===== config.mk =====
export PLATFORM = sky130hd
export DESIGN_NAME = download
export DESIGN_NICKNAME = d
export VERILOG_FILES = /design/src/logic/msx_pkg.sv /design/src/logic/ddr3_rd_if.sv /design/src/logic/ddr3_arbiter.sv /design/src/logic/store_rom_config.sv /design/src/logic/store_msx_config.sv /design/src/logic/upload_ram.sv /design/src/logic/download.sv
export SDC_FILE = /design/constraint.sdc
export NUM_CORES = 1
export LEC_CHECK = 0
export ABC_AREA = 0
export BUFFER_PORTS_ARGS = -buffer_cell sky130_fd_sc_hd__buf_2
export CAP_MARGIN = 10
export CORE_UTILIZATION = 45
export CTS_BUF_LIST = sky130_fd_sc_hd__clkbuf_8
export DETAILED_ROUTE_END_ITERATION = 8
export GPL_TIMING_DRIVEN = 0
export PLACE_DENSITY_LB_ADDON = 0.08
export SLEW_MARGIN = 0
export SYNTH_ARGS = -nofsm -noshare
export SYNTH_HDL_FRONTEND = slang
export SYNTH_SLANG_ARGS = --single-unit

===== constraint.sdc =====
create_clock -name clk -period 5.72 [get_ports clk]
set_input_delay 0.858 -clock clk [delete_from_list [all_inputs] [get_ports clk]]
set_output_delay 0.858 -clock clk [all_outputs]
set_load 0.01 [all_outputs]

===== src/logic/msx_pkg.sv =====
package msx_pkg;

// address widths in bytes
localparam int DDR3_AW  = 28;
localparam int SDRAM_AW = 25;

// DDR3 layout written by the host
localparam logic [DDR3_AW-1:0] CONFIG_BASE = 28'h0100000;
localparam logic [DDR3_AW-1:0] ROM_BASE_A  = 28'h0200000;
localparam logic [DDR3_AW-1:0] ROM_BASE_B  = 28'h0400000;

// slot B starts here in SDRAM, slot A at 0
localparam logic [SDRAM_AW-1:0] ROM_SLOT_SIZE = 25'h0200000;

// low byte of ioctl_index
typedef enum logic [7:0] {
   IDX_CONFIG = 8'd0,
   IDX_ROM_A  = 8'd1,
   IDX_ROM_B  = 8'd2
} dl_index_t;

// config byte 0
typedef enum logic [7:0] {
   MSX1 = 8'd0,
   MSX2 = 8'd1
} msx_type_t;

typedef struct packed {
   logic        loaded;
   logic [23:0] size;   // bytes
   logic        fits;   // whole image lies inside SDRAM
} rom_info_t;

// sdram_size code to capacity in bytes
function automatic logic [27:0] sdram_capacity(input logic [1:0] code);
   case (code)
      2'd0:    return 28'h0800000;   // 8 MiB
      2'd1:    return 28'h1000000;   // 16 MiB
      default: return 28'h2000000;   // 32 MiB
   endcase
endfunction

endpackage


===== src/logic/ddr3_rd_if.sv =====
`timescale 1ns/10ps

interface ddr3_rd_if
   import msx_pkg::*;
();

logic               request;   // held for a whole run of reads
logic               rd;        // one cycle, only while ready
logic [DDR3_AW-1:0] addr;
logic         [7:0] dout;      // valid when ready comes back
logic               ready;

modport master (
   output request, rd, addr,
   input  dout, ready
);

modport slave (
   input  request, rd, addr,
   output dout, ready
);

endinterface


===== src/logic/ddr3_arbiter.sv =====
`timescale 1ns/10ps

module ddr3_arbiter
   import msx_pkg::*;
(
   input                      clk,
   input                      reset,
   ddr3_rd_if.slave           cfg,
   ddr3_rd_if.slave           ram,
   output logic [DDR3_AW-1:0] ddr3_addr,
   output logic               ddr3_rd,
   output logic               ddr3_request,
   input                [7:0] ddr3_dout,
   input                      ddr3_ready
);

typedef enum logic [1:0] {OWN_IDLE, OWN_CFG, OWN_RAM} owner_t;

owner_t owner;
logic   outstanding;   // a read was issued and its data is not back yet

always_ff @(posedge clk) begin
   if (reset) begin
      owner       <= OWN_IDLE;
      outstanding <= 1'b0;
   end else begin
      if (ddr3_rd)
         outstanding <= 1'b1;
      else if (ddr3_ready)
         outstanding <= 1'b0;

      if (!outstanding) begin
         case (owner)
            OWN_IDLE: begin
               if (cfg.request)
                  owner <= OWN_CFG;   // config reader wins
               else if (ram.request)
                  owner <= OWN_RAM;
            end
            OWN_CFG: if (!cfg.request) owner <= ram.request ? OWN_RAM : OWN_IDLE;
            OWN_RAM: if (!ram.request) owner <= cfg.request ? OWN_CFG : OWN_IDLE;
            default: owner <= OWN_IDLE;
         endcase
      end
   end
end

assign ddr3_request = (owner == OWN_CFG) ? cfg.request :
                      (owner == OWN_RAM) ? ram.request : 1'b0;
assign ddr3_rd      = (owner == OWN_CFG) ? cfg.rd :
                      (owner == OWN_RAM) ? ram.rd : 1'b0;
assign ddr3_addr    = (owner == OWN_RAM) ? ram.addr : cfg.addr;

// only the owner sees the memory
assign cfg.ready = (owner == OWN_CFG) && ddr3_ready;
assign ram.ready = (owner == OWN_RAM) && ddr3_ready;
assign cfg.dout  = (owner == OWN_CFG) ? ddr3_dout : 8'd0;
assign ram.dout  = (owner == OWN_RAM) ? ddr3_dout : 8'd0;

endmodule


===== src/logic/store_rom_config.sv =====
`timescale 1ns/10ps

module store_rom_config
   import msx_pkg::*;
(
   input                   clk,
   input                   reset,
   input                   ioctl_download,
   input            [15:0] ioctl_index,
   input            [26:0] ioctl_addr,
   input                   rom_eject,
   input             [1:0] sdram_size,
   output rom_info_t       rom_info[2],
   output logic            update_request
);

dl_index_t   idx;
logic        dl_d;
logic        rom_active;   // current download is a cartridge image
logic        rom_slot;     // 0 = A, 1 = B
logic [26:0] max_addr;
logic [27:0] rom_end;      // one past the last SDRAM byte of the image
logic        dl_end;

assign idx     = dl_index_t'(ioctl_index[7:0]);
assign dl_end  = dl_d && !ioctl_download;
assign rom_end = {1'b0, max_addr} + 28'd1 + (rom_slot ? {3'd0, ROM_SLOT_SIZE} : 28'd0);

always_ff @(posedge clk) begin
   if (ioctl_download) begin
      if (!dl_d) begin
         max_addr <= ioctl_addr;
         rom_slot <= idx == IDX_ROM_B;
      end else if (ioctl_addr > max_addr) begin
         max_addr <= ioctl_addr;
      end
   end
end

always_ff @(posedge clk) begin
   if (reset) begin
      dl_d           <= 1'b0;
      rom_active     <= 1'b0;
      rom_info[0]    <= '0;
      rom_info[1]    <= '0;
      update_request <= 1'b0;
   end else begin
      dl_d           <= ioctl_download;
      update_request <= 1'b0;
      if (ioctl_download && !dl_d)
         rom_active <= idx == IDX_ROM_A || idx == IDX_ROM_B;

      if (rom_eject) begin
         rom_info[0]    <= '0;
         rom_info[1]    <= '0;
         update_request <= 1'b1;
      end else if (dl_end && rom_active) begin
         rom_info[rom_slot].loaded <= 1'b1;
         rom_info[rom_slot].size   <= max_addr[23:0] + 24'd1;
         rom_info[rom_slot].fits   <= rom_end <= sdram_capacity(sdram_size);
         update_request            <= 1'b1;
      end
   end
end

endmodule


===== src/logic/store_msx_config.sv =====
`timescale 1ns/10ps

module store_msx_config
   import msx_pkg::*;
(
   input                   clk,
   input                   reset,
   input                   ioctl_download,
   input            [15:0] ioctl_index,
   ddr3_rd_if.master       ddr3,
   output msx_type_t       msx_type,
   output logic      [7:0] ram_mapper_count,
   output logic            need_reset,
   output logic            update_request
);

typedef enum logic [1:0] {ST_IDLE, ST_READ, ST_WAIT} state_t;

state_t     state;
dl_index_t  idx;
logic       dl_d;
logic       cfg_dl;       // current download is the config blob
logic [1:0] byte_cnt;
msx_type_t  new_type;
logic [7:0] new_mapper;

assign idx          = dl_index_t'(ioctl_index[7:0]);
assign ddr3.request = state != ST_IDLE;
assign ddr3.rd      = (state == ST_READ) && ddr3.ready;
assign ddr3.addr    = CONFIG_BASE + {{(DDR3_AW-2){1'b0}}, byte_cnt};

// record bytes, applied together at the end of the run
always_ff @(posedge clk) begin
   if (state == ST_WAIT && ddr3.ready) begin
      if (byte_cnt == 2'd0)
         new_type <= (ddr3.dout == MSX2) ? MSX2 : MSX1;
      if (byte_cnt == 2'd1)
         new_mapper <= ddr3.dout;
   end
end

always_ff @(posedge clk) begin
   if (reset) begin
      state            <= ST_IDLE;
      dl_d             <= 1'b0;
      cfg_dl           <= 1'b0;
      byte_cnt         <= 2'd0;
      msx_type         <= MSX1;
      ram_mapper_count <= 8'd4;
      need_reset       <= 1'b0;
      update_request   <= 1'b0;
   end else begin
      dl_d           <= ioctl_download;
      need_reset     <= 1'b0;
      update_request <= 1'b0;
      if (ioctl_download)
         cfg_dl <= idx == IDX_CONFIG;

      case (state)
         ST_IDLE: begin
            if (dl_d && !ioctl_download && cfg_dl) begin
               byte_cnt <= 2'd0;
               state    <= ST_READ;
            end
         end
         ST_READ: if (ddr3.ready) state <= ST_WAIT;   // rd goes out this cycle
         ST_WAIT: begin
            if (ddr3.ready) begin
               if (byte_cnt == 2'd3) begin   // bytes 2 and 3 are reserved
                  state            <= ST_IDLE;
                  msx_type         <= new_type;
                  ram_mapper_count <= new_mapper;
                  need_reset       <= new_type != msx_type;
                  update_request   <= 1'b1;
               end else begin
                  byte_cnt <= byte_cnt + 2'd1;
                  state    <= ST_READ;
               end
            end
         end
         default: state <= ST_IDLE;
      endcase
   end
end

endmodule


===== src/logic/upload_ram.sv =====
`timescale 1ns/10ps

module upload_ram
   import msx_pkg::*;
(
   input                       clk,
   input                       reset,
   input                       update_request,
   input rom_info_t            rom_info[2],
   ddr3_rd_if.master           ddr3,
   input                       sdram_ready,
   output logic                sdram_request,
   output logic [SDRAM_AW-1:0] sdram_addr,
   output logic          [7:0] sdram_din,
   output logic                sdram_we
);

typedef enum logic [2:0] {ST_IDLE, ST_CHECK, ST_READ, ST_WAIT, ST_WRITE} state_t;

state_t      state;
logic        pending;   // an update came in and no copy has started for it
logic        slot;      // 0 = A, 1 = B
logic [23:0] offset;
logic [23:0] next_offset;
logic  [7:0] data;
rom_info_t   cur;

assign cur         = rom_info[slot];
assign next_offset = offset + 24'd1;

assign ddr3.request  = state != ST_IDLE;
assign ddr3.rd       = (state == ST_READ) && ddr3.ready;
assign ddr3.addr     = (slot ? ROM_BASE_B : ROM_BASE_A) + {4'd0, offset};
assign sdram_request = state != ST_IDLE;
assign sdram_we      = (state == ST_WRITE) && sdram_ready;
assign sdram_addr    = (slot ? ROM_SLOT_SIZE : {SDRAM_AW{1'b0}}) + {1'b0, offset};
assign sdram_din     = data;

always_ff @(posedge clk) begin
   if (state == ST_WAIT && ddr3.ready)
      data <= ddr3.dout;
end

always_ff @(posedge clk) begin
   if (reset) begin
      state   <= ST_IDLE;
      pending <= 1'b0;
      slot    <= 1'b0;
      offset  <= 24'd0;
   end else begin
      if (update_request)
         pending <= 1'b1;
      else if (state == ST_IDLE && pending)
         pending <= 1'b0;

      case (state)
         ST_IDLE: begin
            if (pending) begin
               slot   <= 1'b0;
               offset <= 24'd0;
               state  <= ST_CHECK;
            end
         end
         ST_CHECK: begin
            offset <= 24'd0;
            if (cur.loaded && cur.fits && cur.size != 24'd0)
               state <= ST_READ;
            else if (slot)
               state <= ST_IDLE;
            else
               slot <= 1'b1;   // skip to slot B
         end
         ST_READ: if (ddr3.ready) state <= ST_WAIT;
         ST_WAIT: if (ddr3.ready) state <= ST_WRITE;
         ST_WRITE: begin
            if (sdram_ready) begin
               if (next_offset >= cur.size) begin
                  slot  <= 1'b1;
                  state <= slot ? ST_IDLE : ST_CHECK;
               end else begin
                  offset <= next_offset;
                  state  <= ST_READ;
               end
            end
         end
         default: state <= ST_IDLE;
      endcase
   end
end

endmodule


===== src/logic/download.sv =====
`timescale 1ns/10ps

module download
   import msx_pkg::*;
(
   input                       clk,
   input                       reset,
   output logic                need_reset,
   input                       ioctl_download,
   input                [15:0] ioctl_index,
   input                [26:0] ioctl_addr,
   input                       rom_eject,
   input                       cart_changed,
   output logic  [DDR3_AW-1:0] ddr3_addr,
   output logic                ddr3_rd,
   output logic                ddr3_request,
   input                 [7:0] ddr3_dout,
   input                       ddr3_ready,
   input                       sdram_ready,
   output logic                sdram_request,
   output logic [SDRAM_AW-1:0] sdram_addr,
   output logic          [7:0] sdram_din,
   output logic                sdram_we,
   input                 [1:0] sdram_size,
   output rom_info_t           rom_info[2],
   output msx_type_t           msx_type,
   output logic          [7:0] ram_mapper_count
);

ddr3_rd_if cfg_bus();   // config reader, higher priority
ddr3_rd_if ram_bus();   // ROM copier

logic rom_update;
logic cfg_update;
logic update_request;

// any of these means SDRAM contents may be stale
assign update_request = cart_changed | rom_update | cfg_update;

ddr3_arbiter ddr3_arbiter (
   .clk          (clk),
   .reset        (reset),
   .cfg          (cfg_bus),
   .ram          (ram_bus),
   .ddr3_addr    (ddr3_addr),
   .ddr3_rd      (ddr3_rd),
   .ddr3_request (ddr3_request),
   .ddr3_dout    (ddr3_dout),
   .ddr3_ready   (ddr3_ready)
);

store_rom_config store_rom_config (
   .clk            (clk),
   .reset          (reset),
   .ioctl_download (ioctl_download),
   .ioctl_index    (ioctl_index),
   .ioctl_addr     (ioctl_addr),
   .rom_eject      (rom_eject),
   .sdram_size     (sdram_size),
   .rom_info       (rom_info),
   .update_request (rom_update)
);

store_msx_config store_msx_config (
   .clk              (clk),
   .reset            (reset),
   .ioctl_download   (ioctl_download),
   .ioctl_index      (ioctl_index),
   .ddr3             (cfg_bus),
   .msx_type         (msx_type),
   .ram_mapper_count (ram_mapper_count),
   .need_reset       (need_reset),
   .update_request   (cfg_update)
);

upload_ram upload_ram (
   .clk            (clk),
   .reset          (reset),
   .update_request (update_request),
   .rom_info       (rom_info),
   .ddr3           (ram_bus),
   .sdram_ready    (sdram_ready),
   .sdram_request  (sdram_request),
   .sdram_addr     (sdram_addr),
   .sdram_din      (sdram_din),
   .sdram_we       (sdram_we)
);

endmodule


==> results.yml, run 1 <==
worst_setup_path:
  path_buf_inv: 1
  slowest_stage: "dfxtp_1"
  required_ns: 6.09
  crit_path_max_incr_delay_ns: 0.54
  arrival_ns: 4.28
  path_cells: "ha_1 -> nand3_1 -> nor2_1 -> and3_1 -> nand3_1 -> xnor2_1 -> ha_1 -> nand4_1 -> or4_1 -> o221a_2 -> o211ai_4 -> buf_2 -> nor3b_1 -> a21o_1"
  cp-start-kind: "flip-flop"
  cp_max_fo: 10
  worstSetupEndpointType: "flip-flop"
  critPathKind: "flip-flop to flip-flop"
  crit_family: "simple AND/OR/NAND/NOR gates"
sta:
  fmax_mhz: 256
  tightest_slew_ns: 0.743
  slew-limit-headroom_pct: 50.3
  maxSlewViolCount: 0
  setup_violations: 0
  timing.final.hold_violations: 0
  finClkSkew_ns: 0.0180
  period_share_pct: 68.3
  final.min_clock_period_ns: 3.91
  rsz0062_at_grt: "false"
  tns_ns: 0
  fin_hold_ws_ns: 0.457
run:
  maxCapViolCount: 0
global_route:
  grt_max_degree: 26
  grtUsageTotal_pct: 24.7
  antenna_found_initial: 0
  grt_pass1_vias: 7088
  grt_pass1_wl_mm: 38.3
  overflow: 0
floorplanning:
  fp.dieH_um: 143
  ios: 194
  die_w_um: 143
  core_area_um2: 19500
  start_util_pct: 46.0
  row_count: 51
  dieArea_um2: 20500
synthesis:
  yosysTopAreaCellShare_pct: 23.0
  synthCells: 1000
  synthFlopType: "dfxtp_1"
  async_flop_share_pct: 0
  avgSynthCellArea_um2: 8.97
  synth_edf_count: 45
  yosysSeqAreaShare_pct: 38.0
  ys_warn_count: 0
  synth_area_leaders: "dfxtp_1 23%, edfxtp_1 15%, ha_1 9.1%"
  synth_top_area_cell: "dfxtp_1"
  synth_seq_cells: 148
  synth_cell_type_count: 79
  synth_area_um2: 8970
power_and_ir_drop:
  clock_power_share_pct: 38.8
  seq_power_share_pct: 50.1
  p_leak_nw: 4.69
  power_w: 0.00223
  combPwrFrac_pct: 11.1
  sw_frac_of_total_pct: 28.5
  vdd_ir_drop_max_mv: 0.165
  switching_power_w: 0.000635
  powerDensity_nw_per_um2: 209
  p_int_w: 0.00160
clock_tree:
  cts_buffers: 17
  root_buffer: "clkbuf_8"
  cts_resized: 0
  ctsHtreeMaxLevel: 4
  cts_sinks: 148
  cts.clk_slew.worst_paths_ns: 0.10
  insertion_delay_ns: 0.46
  postCtsHoldBufs: 0
  cts_tree: "done"
  post_cts.repair.setup_buffers: 0
  clk_path_buf_depth: 2
finish:
  regArea_um2: 3410
  fin_util_pct: 54.6
  final_common_cell: "buf_2"
  layout_common_cells: "181 x buf_2, 103 x dfxtp_1, 100 x nor2_1"
  antenna_cells: 0
  drive_gt1_share_pct: 23.4
  nFillCells: 1905
  area_growth_pct: 18.8
  nets: 1330
  stdcell_count: 1482
  multi_input_comb_area_um2: 4970
drt:
  dr.pass1.iters: 4
  drt-wirelength-per-cell_um: 16.6
  viasPerCell: 5.20
  ant_nets: 0
  drtIter0Drc: 375
  vias: 7709
  wirelength_mm: 24.6
  drc: 0
placement:
  io_buffers: 175
  place_hpwl_mm: 19.3
  gp_congestion: 0.892
  place_inst: 1450
run_status:
  outcome: "finished, final reports clean"
hold_path:
  hold_path.class: "flip-flop to flip-flop"
[sequential cells by signal, summed over array words and instances, names as in the netlist, 2 cells and up]
| name | flops |
|---|---|
| store_msx_config.byte_cnt | 2 |
| store_msx_config.ram_mapper_count | 8 |
| upload_ram.offset | 24 |
| upload_ram.sdram_din | 8 |
| store_rom_config.max_addr | 27 |
| store_msx_config.new_mapper | 8 |
| store_rom_config.rom_info | 52 |
| store_msx_config.state | 2 |
| ddr3_arbiter.owner | 2 |
| upload_ram.state | 3 |
[cells in the mapped netlist, types with 4 or more instances]
cell and count:
o21ai_0 14, nand2_1 91, and2_1 37, o21a_1 5
o211ai_1 8, mux2i_1 27, nor4_1 13, and3_1 13
xor2_1 7, nor4_2 4, a31oi_1 7, a21oi_1 44
nand3_1 33, nand4_1 19, buf_2 6, or4_1 8
or3_1 4, dfxtp_1 103, inv_1 46, ha_1 65
edfxtp_1 45, nor3_1 16, a211oi_1 50, nand2b_1 22
and4_1 10, nor3b_1 4, clkbuf_1 30, nor2_1 100
a21o_1 12, xnor2_1 44, o21ai_1 5, buf_4 36
nor2b_1 7
[kinds of logic (layout without fill, tap and decap cells)]
group / Yosys count / in the layout / share of synthesized area [%]
buffers and inverters: 127 / 335 / 7.15
other: 1 / 10 / 0.0418
xor gates and xnor gates: 51 / 51 / 4.98
DFF: 148 / 148 / 38.0
AOI/OAI and AO/OA: 176 / 176 / 13.7
and+or+nand+nor: 401 / 401 / 23.5
muxes: 30 / 30 / 3.39
adders and majority gates: 66 / 66 / 9.29
[per-layer routing]
layer	up-vias	wire, um	global-route usage [%]
met3	33	1270	5.16
met1	3532	11100	31.4
met2	209	11600	40.9
met4	0	635	9.52
li1	3935	-	-
met5	-	0	0
[worst register-to-register path: stages (launching register included)]
cell and delay [ns]:
dfxtp_1 0.54, ha_1 0.29, nand3_1 0.13, nor2_1 0.22
and3_1 0.30, nand3_1 0.12, xnor2_1 0.19, ha_1 0.30
nand4_1 0.13, or4_1 0.54, o221a_2 0.34, o211ai_4 0.24
buf_2 0.25, nor3b_1 0.08, a21o_1 0.16
[power groups by stage]
stage          Clock, W  Sequential [W]  Combinational, W
2_1_floorplan         0         0.00114          0.000167
3_3_place_gp          0         0.00114          0.000242
3_5_place_dp          0         0.00114          0.000249
4_1_cts        0.000877         0.00112          0.000249
5_1_grt        0.000924         0.00112          0.000277
6_report       0.000865         0.00112          0.000248
[worst paths after layout]
check        cells past startpoint  slack (ns)                                   end                                 start
max                             14        1.81                  upload_ram.offset[2]                  upload_ram.offset[0]
min                              2        0.46  store_msx_config.ram_mapper_count[6]  store_msx_config.ram_mapper_count[6]
max reg2reg                     14        1.81                  upload_ram.offset[2]                  upload_ram.offset[0]
min reg2reg                      2        0.46  store_msx_config.ram_mapper_count[6]  store_msx_config.ram_mapper_count[6]
[stage by stage]
stage | instance area [um2] | setup WS (ns)
after CTS | 10700 | 1.81
after global placement | 10200 | 0.350
after detailed placement | 10300 | 1.82
after global routing | 10700 | 1.52
final | 10700 | 1.81
after floorplan | 9010 | 1.53
[layout make-up]
type / count / share of cell area [%]
timing repair buffer: 176 / 8.48
inverter: 49 / 1.73
buffer: 78 / 4.30
multi-input combinational: 734 / 46.6
sequential: 148 / 32.0
clock buffer: 17 / 2.20
clock inverter: 15 / 1.54
tap: 265 / 3.11
Note: power is estimated with default switching activity, not from simulation.
==> inputs of run 2 (changes only) <==
--- a/config.mk
+++ b/config.mk
@@ -5,7 +5,7 @@
 export SDC_FILE = /design/constraint.sdc
 export NUM_CORES = 1
 export LEC_CHECK = 0
-export ABC_AREA = 0
+export ABC_AREA = 1
 export BUFFER_PORTS_ARGS = -buffer_cell sky130_fd_sc_hd__buf_2
 export CAP_MARGIN = 10
 export CORE_UTILIZATION = 45
==> constraint.sdc (replaced) <==
create_clock -name clk -period 4.03 [get_ports clk]
set_input_delay 0.6045 -clock clk [delete_from_list [all_inputs] [get_ports clk]]
set_output_delay 0.6045 -clock clk [all_outputs]
set_load 0.01 [all_outputs]
==> run 2 against run 1 <==
Effect of this change: via count is 9.9% higher; utilization hardly changed; total power grew 60%; hold slack worse by 0.14 ns; register-to-register slack got worse by 1.4 ns; highest routed layer unchanged.
==> results.yml, run 2 <==
worst_setup_path:
  rr_worst_depth: 21
  cp_max_fo: 10
  cp-start-kind: "flip-flop"
  r2r-start: "upload_ram.offset[0]"
  path_cells: "ha_1 -> nand3_1 -> inv_1 -> nand2_1 -> nor2_1 -> nand3_1 -> nor3_1 -> xor2_1 -> inv_1 -> ha_1 -> nand2_1 -> nor2_1 -> nand2_1 -> nor2_1 -> nand2_1 -> nand3_1 -> nand2_1 -> nand2_1 -> buf_4 -> nand2_1 -> a21oi_1"
  required_ns: 4.44
  rrSetupSlack_ns: 0.43
  slowest_stage: "dfxtp_2"
  r2r_end: "upload_ram.offset[2]"
  worstSetupEndpointType: "flip-flop"
  cp_common_cell: "nand2_1"
  arrival_ns: 4.00
  critPathKind: "flip-flop to flip-flop"
  crit_path_max_incr_delay_ns: 0.45
finish:
  drive_gt1_share_pct: 19.0
  reg_top3: "store_rom_config.rom_info x52, store_rom_config.max_addr x27, upload_ram.offset x24"
  layout_common_cells: "251 x nand2_1, 196 x inv_1, 179 x buf_2"
  fin_util_pct: 54.6
  multi_input_comb_area_um2: 4560
  area_growth_pct: 18.0
  nets: 1579
  largest_reg_flops: 52
  final_common_cell: "nand2_1"
  antenna_cells: 0
  nFillCells: 2023
  regMostFlops: "store_rom_config.rom_info"
  regArea_um2: 3420
sta:
  timing.final.hold_violations: 0
  final.min_clock_period_ns: 3.60
  tightest_slew_ns: 1.06
  rsz0062_at_grt: "false"
  tns_ns: 0
  fmax_mhz: 278
  maxSlewViolCount: 0
  period_share_pct: 89.3
  finClkSkew_ns: 0.0104
  fin_hold_ws_ns: 0.316
  slew-limit-headroom_pct: 28.9
  setup_violations: 0
synthesis:
  yosysSeqAreaShare_pct: 37.5
  synth_cell_type_count: 47
  synthCells: 1250
  synth_area_um2: 9090
  ys_warn_count: 0
  synth_top_area_cell: "dfxtp_1"
  synth_seq_cells: 148
  avgSynthCellArea_um2: 7.27
  synthFlopType: "dfxtp_1"
  async_flop_share_pct: 0
  synth.most_common_cell: "nand2_1"
  synth_area_leaders: "dfxtp_1 23%, edfxtp_1 15%, nand2_1 10%"
  synth_edf_count: 45
  ys_top_cells_by_count: "251 x nand2_1, 196 x inv_1, 150 x nor2_1, 103 x dfxtp_1, 90 x a21oi_1"
  yosysTopAreaCellShare_pct: 22.7
floorplanning:
  fp.dieH_um: 144
  row_count: 51
  die_w_um: 144
  core_area_um2: 19700
  dieArea_um2: 20800
  ios: 194
  start_util_pct: 46.3
clock_tree:
  ctsHtreeMaxLevel: 4
  clk_path_buf_depth: 2
  cts.clk_slew.worst_paths_ns: 0.10
  root_buffer: "clkbuf_8"
  cts_sinks: 148
  post_cts.repair.setup_buffers: 0
  cts_tree: "done"
  cts_resized: 0
  postCtsHoldBufs: 0
  cts_buffers: 17
  insertion_delay_ns: 0.48
drt:
  drtIter0Drc: 347
  drc: 0
  vias: 8473
  viasPerCell: 4.89
  ant_nets: 0
  drt-wirelength-per-cell_um: 14.6
  wirelength_mm: 25.3
  dr.pass1.iters: 5
global_route:
  overflow: 0
  grt_max_degree: 28
  grt_pass1_wl_mm: 39.5
  grt_pass1_vias: 7732
  antenna_found_initial: 0
  grtUsageTotal_pct: 25.1
hold_path:
  hold_path_depth: 1
  hold_path.class: "input pin to flip-flop"
  hold_end: "store_rom_config.max_addr[0]"
  worstHoldStart: "ioctl_addr[0]"
power_and_ir_drop:
  power_w: 0.00357
  p_leak_nw: 5.33
  vdd_ir_drop_max_mv: 0.252
  powerDensity_nw_per_um2: 333
run_status:
  outcome: "finished, final reports clean"
run:
  maxCapViolCount: 0
placement:
  io_buffers: 175
  place_hpwl_mm: 20.4
  gp_congestion: 0.905
run 2: how the worst max path moves through the flow:
stage / start / endpoint / slack (ns) / depth (start not counted)
floorplan: upload_ram.offset[0] / upload_ram.offset[17] / 1.13 / 21
global placement: upload_ram.offset[0] / upload_ram.offset[2] / 0.38 / 21
detailed placement: upload_ram.offset[0] / upload_ram.offset[2] / 0.34 / 21
CTS: upload_ram.offset[0] / upload_ram.offset[2] / 0.32 / 21
global route: upload_ram.offset[0] / upload_ram.offset[2] / 0.07 / 21
finish: upload_ram.offset[0] / upload_ram.offset[2] / 0.43 / 21
run 2: power breakdown:
part / internal, W / total [W] / switching (W)
sequential: 0.00159 / 0.00164 / 0.0000427
combinational: 0.000232 / 0.000736 / 0.000503
clock: 0.000518 / 0.00120 / 0.000677
run 2: area by class of cell:
cell class | instances | area share (%)
repair buffers | 175 | 8.16
clock buffers | 17 | 2.18
inverters | 202 | 7.08
multi-input cells | 845 | 42.5
clock inverters | 15 | 1.48
well taps | 265 | 3.09
plain buffers | 64 | 3.65
flip-flops and latches | 148 | 31.8
run 2: metal layers:
metal,vias up,track usage (%),wire (um)
met5,-,0,0
met4,0,8.75,607
met3,32,4.07,1020
met2,214,43.4,12300
met1,3821,31.6,11400
li1,4406,-,-
run 2: logic make-up after synthesis:
family | synth area share (%)
adder cells (fa/ha/maj) | 9.16
AO/OA/AOI/OAI | 12.7
flip-flops | 37.5
XOR/XNOR | 3.08
AND/OR/NAND/NOR | 24.9
other | 0.0412
buffers and inverters | 12.7
run 2: worst max-delay path: cells and delay by family, from the launching register on:
family | cells | cell delay, ns
AOI/OAI and AO/OA | 1 | 0.15
DFF | 1 | 0.45
and+or+nand+nor | 14 | 1.83
adders and majority gates | 2 | 0.50
buffers and inverters | 3 | 0.39
xor gates and xnor gates | 1 | 0.19
run 2: stage by stage:
| step | cell area [um2] | setup slack (ns) | cells |
|---|---|---|---|
| after global placement | 10300 | 0.384 | 1699 |
| after CTS | 10700 | 0.324 | 1731 |
| after detailed placement | 10300 | 0.344 | 1699 |
| after global routing | 10700 | 0.0670 | 1731 |
| after floorplan | 9130 | 1.13 | 1259 |
| final | 10700 | 0.433 | 1731 |
==> inputs of run 3 (changes only) <==
--- a/config.mk
+++ b/config.mk
@@ -5,7 +5,6 @@
 export SDC_FILE = /design/constraint.sdc
 export NUM_CORES = 1
 export LEC_CHECK = 0
-export ABC_AREA = 1
 export BUFFER_PORTS_ARGS = -buffer_cell sky130_fd_sc_hd__buf_2
 export CAP_MARGIN = 10
 export CORE_UTILIZATION = 45
==> run 3 against run 2 <==
Effect of this change: clock power is essentially flat; first-iteration DRC count is 9.8% higher; hold slack improved by 0.0087 ns; worst setup slack worse by 0.15 ns; routed wire length down 3.2%; sequential cell count is the same; largest cell class unchanged.
==> results.yml, run 3 (same netlist as run 1, synthesis figures left out) <==
run_status:
  outcome: "finished, final reports clean"
global_route:
  overflow: 0
  met1_usage_pct: 31.4
  grt.met2_usage_pct: 40.9
  grt_pass1_wl_mm: 38.3
  grt_max_degree: 26
  grt_pass1_vias: 7088
  busiest_layer: "met2"
  antenna_found_initial: 0
  grtUsageTotal_pct: 24.7
  grtUsageMet3_pct: 5.16
worst_setup_path:
  cp-start-kind: "flip-flop"
  required_ns: 4.40
  crit_family: "simple AND/OR/NAND/NOR gates"
  slowest_stage: "or4_1"
  crit_path_max_incr_delay_ns: 0.54
  cp_max_fo: 10
  arrival_ns: 4.12
  path_cells: "ha_1 -> nand3_1 -> nor2_1 -> and3_2 -> nand3_1 -> xnor2_1 -> ha_1 -> nand4_1 -> or4_1 -> o221a_2 -> o211ai_4 -> buf_2 -> nor3b_1 -> a21o_1"
  path_buf_inv: 1
  critPathKind: "flip-flop to flip-flop"
  worstSetupEndpointType: "flip-flop"
  rrSetupSlack_ns: 0.28
sta:
  finClkSkew_ns: 0.0176
  slew-limit-headroom_pct: 49.8
  tightest_slew_ns: 0.750
  tns_ns: 0
  rsz0062_at_grt: "false"
  fmax_mhz: 267
  setup_violations: 0
  final.min_clock_period_ns: 3.75
  maxSlewViolCount: 0
  period_share_pct: 92.9
  timing.final.hold_violations: 0
run:
  maxCapViolCount: 0
floorplanning:
  start_util_pct: 46.0
  ios: 194
  row_count: 51
  fp.dieH_um: 143
  dieArea_um2: 20500
  die_w_um: 143
  core_area_um2: 19500
clock_tree:
  postCtsHoldBufs: 0
  cts_tree: "done"
  insertion_delay_ns: 0.46
  root_buffer: "clkbuf_8"
  ctsHtreeMaxLevel: 4
  clk_path_buf_depth: 2
  cts.clk_slew.worst_paths_ns: 0.10
  cts_resized: 0
  cts_buffers: 17
  cts_sinks: 148
  post_cts.repair.setup_buffers: 0
finish:
  nFillCells: 1907
  antenna_cells: 0
  final_common_cell: "buf_2"
  nets: 1329
  stdcell_count: 1481
  regMostFlops: "store_rom_config.rom_info"
  regArea_um2: 3420
  largest_reg_flops: 52
  layout_common_cells: "181 x buf_2, 101 x dfxtp_1, 100 x nor2_1"
  area_growth_pct: 18.8
  multi_input_comb_area_um2: 4970
  reg_top3: "store_rom_config.rom_info x52, store_rom_config.max_addr x27, upload_ram.offset x24"
  drive_gt1_share_pct: 23.8
placement:
  place_hpwl_mm: 19.3
  place_inst: 1450
  gp_congestion: 0.892
  io_buffers: 175
drt:
  drtIter0Drc: 381
  drt-wirelength-per-cell_um: 16.6
  viasPerCell: 5.21
  ant_nets: 0
  drc: 0
  dr.pass1.iters: 4
  vias: 7719
  wirelength_mm: 24.5
power_and_ir_drop:
  p_leak_nw: 4.69
  seq_power_share_pct: 50.2
  p_int_w: 0.00226
  sw_frac_of_total_pct: 28.4
  powerDensity_nw_per_um2: 297
  combPwrFrac_pct: 11.1
  vdd_ir_drop_max_mv: 0.231
  power_w: 0.00316
  switching_power_w: 0.000899
  clock_power_share_pct: 38.7
hold_path:
  hold_path.class: "input pin to flip-flop"
[run 3: cell types whose count changed in the layout (fill, tap and decap cells not counted), moves of 27 or more]
cell      change
o21ai_0      -72
nor2_1       -50
inv_1       -150
xnor2_1      +42
mux2i_1      +27
a21oi_1      -46
and2_1       +36
a211oi_1     +46
nand2_1     -160
[run 3: power by group through the flow]
stage,clock [W],sequential (W),combinational [W]
global placement,0,0.00162,0.000344
detailed placement,0,0.00162,0.000353
finish,0.00122,0.00159,0.000352
global route,0.00131,0.00159,0.000393
floorplan,0,0.00161,0.000237
CTS,0.00125,0.00159,0.000354
[run 3: area by class of cell]
class,instances,share of cell area (%)
plain buffers,77,4.28
repair buffers,176,8.47
clock buffers,17,2.19
flip-flops and latches,148,32.0
multi-input cells,734,46.6
inverters,49,1.73
well taps,265,3.11
clock inverters,15,1.54
[run 3: final timing paths]
kind / depth (start not counted) / startpoint / endpoint
setup / recovery: 14 / upload_ram.offset[0] / upload_ram.offset[2]
hold / removal: 1 / ioctl_addr[0] / store_rom_config.max_addr[0]
setup reg to reg: 14 / upload_ram.offset[0] / upload_ram.offset[2]
hold reg to reg: 2 / store_msx_config.ram_mapper_count[6] / store_msx_config.ram_mapper_count[6]
[run 3: layer usage]
metal	wire (um)	up-vias
met5	0	-
met4	634	0
met3	1250	33
met2	11600	201
met1	11100	3551
li1	-	3934
[run 3: stage by stage]
| stage | hold WS [ns] | setup WS, ns | instance area (um2) | utilization, % |
|---|---|---|---|---|
| 3_3_place_gp | 0.427 | -1.09 | 10200 | 52.3 |
| 6_report | 0.324 | 0.285 | 10700 | 54.6 |
| 2_1_floorplan | 0.422 | 0.0900 | 9010 | - |
| 4_1_cts | 0.300 | 0.119 | 10700 | 54.6 |
| 3_5_place_dp | 0.439 | 0.126 | 10300 | 52.6 |
| 5_1_grt | 0.300 | 0.0212 | 10700 | 54.6 |
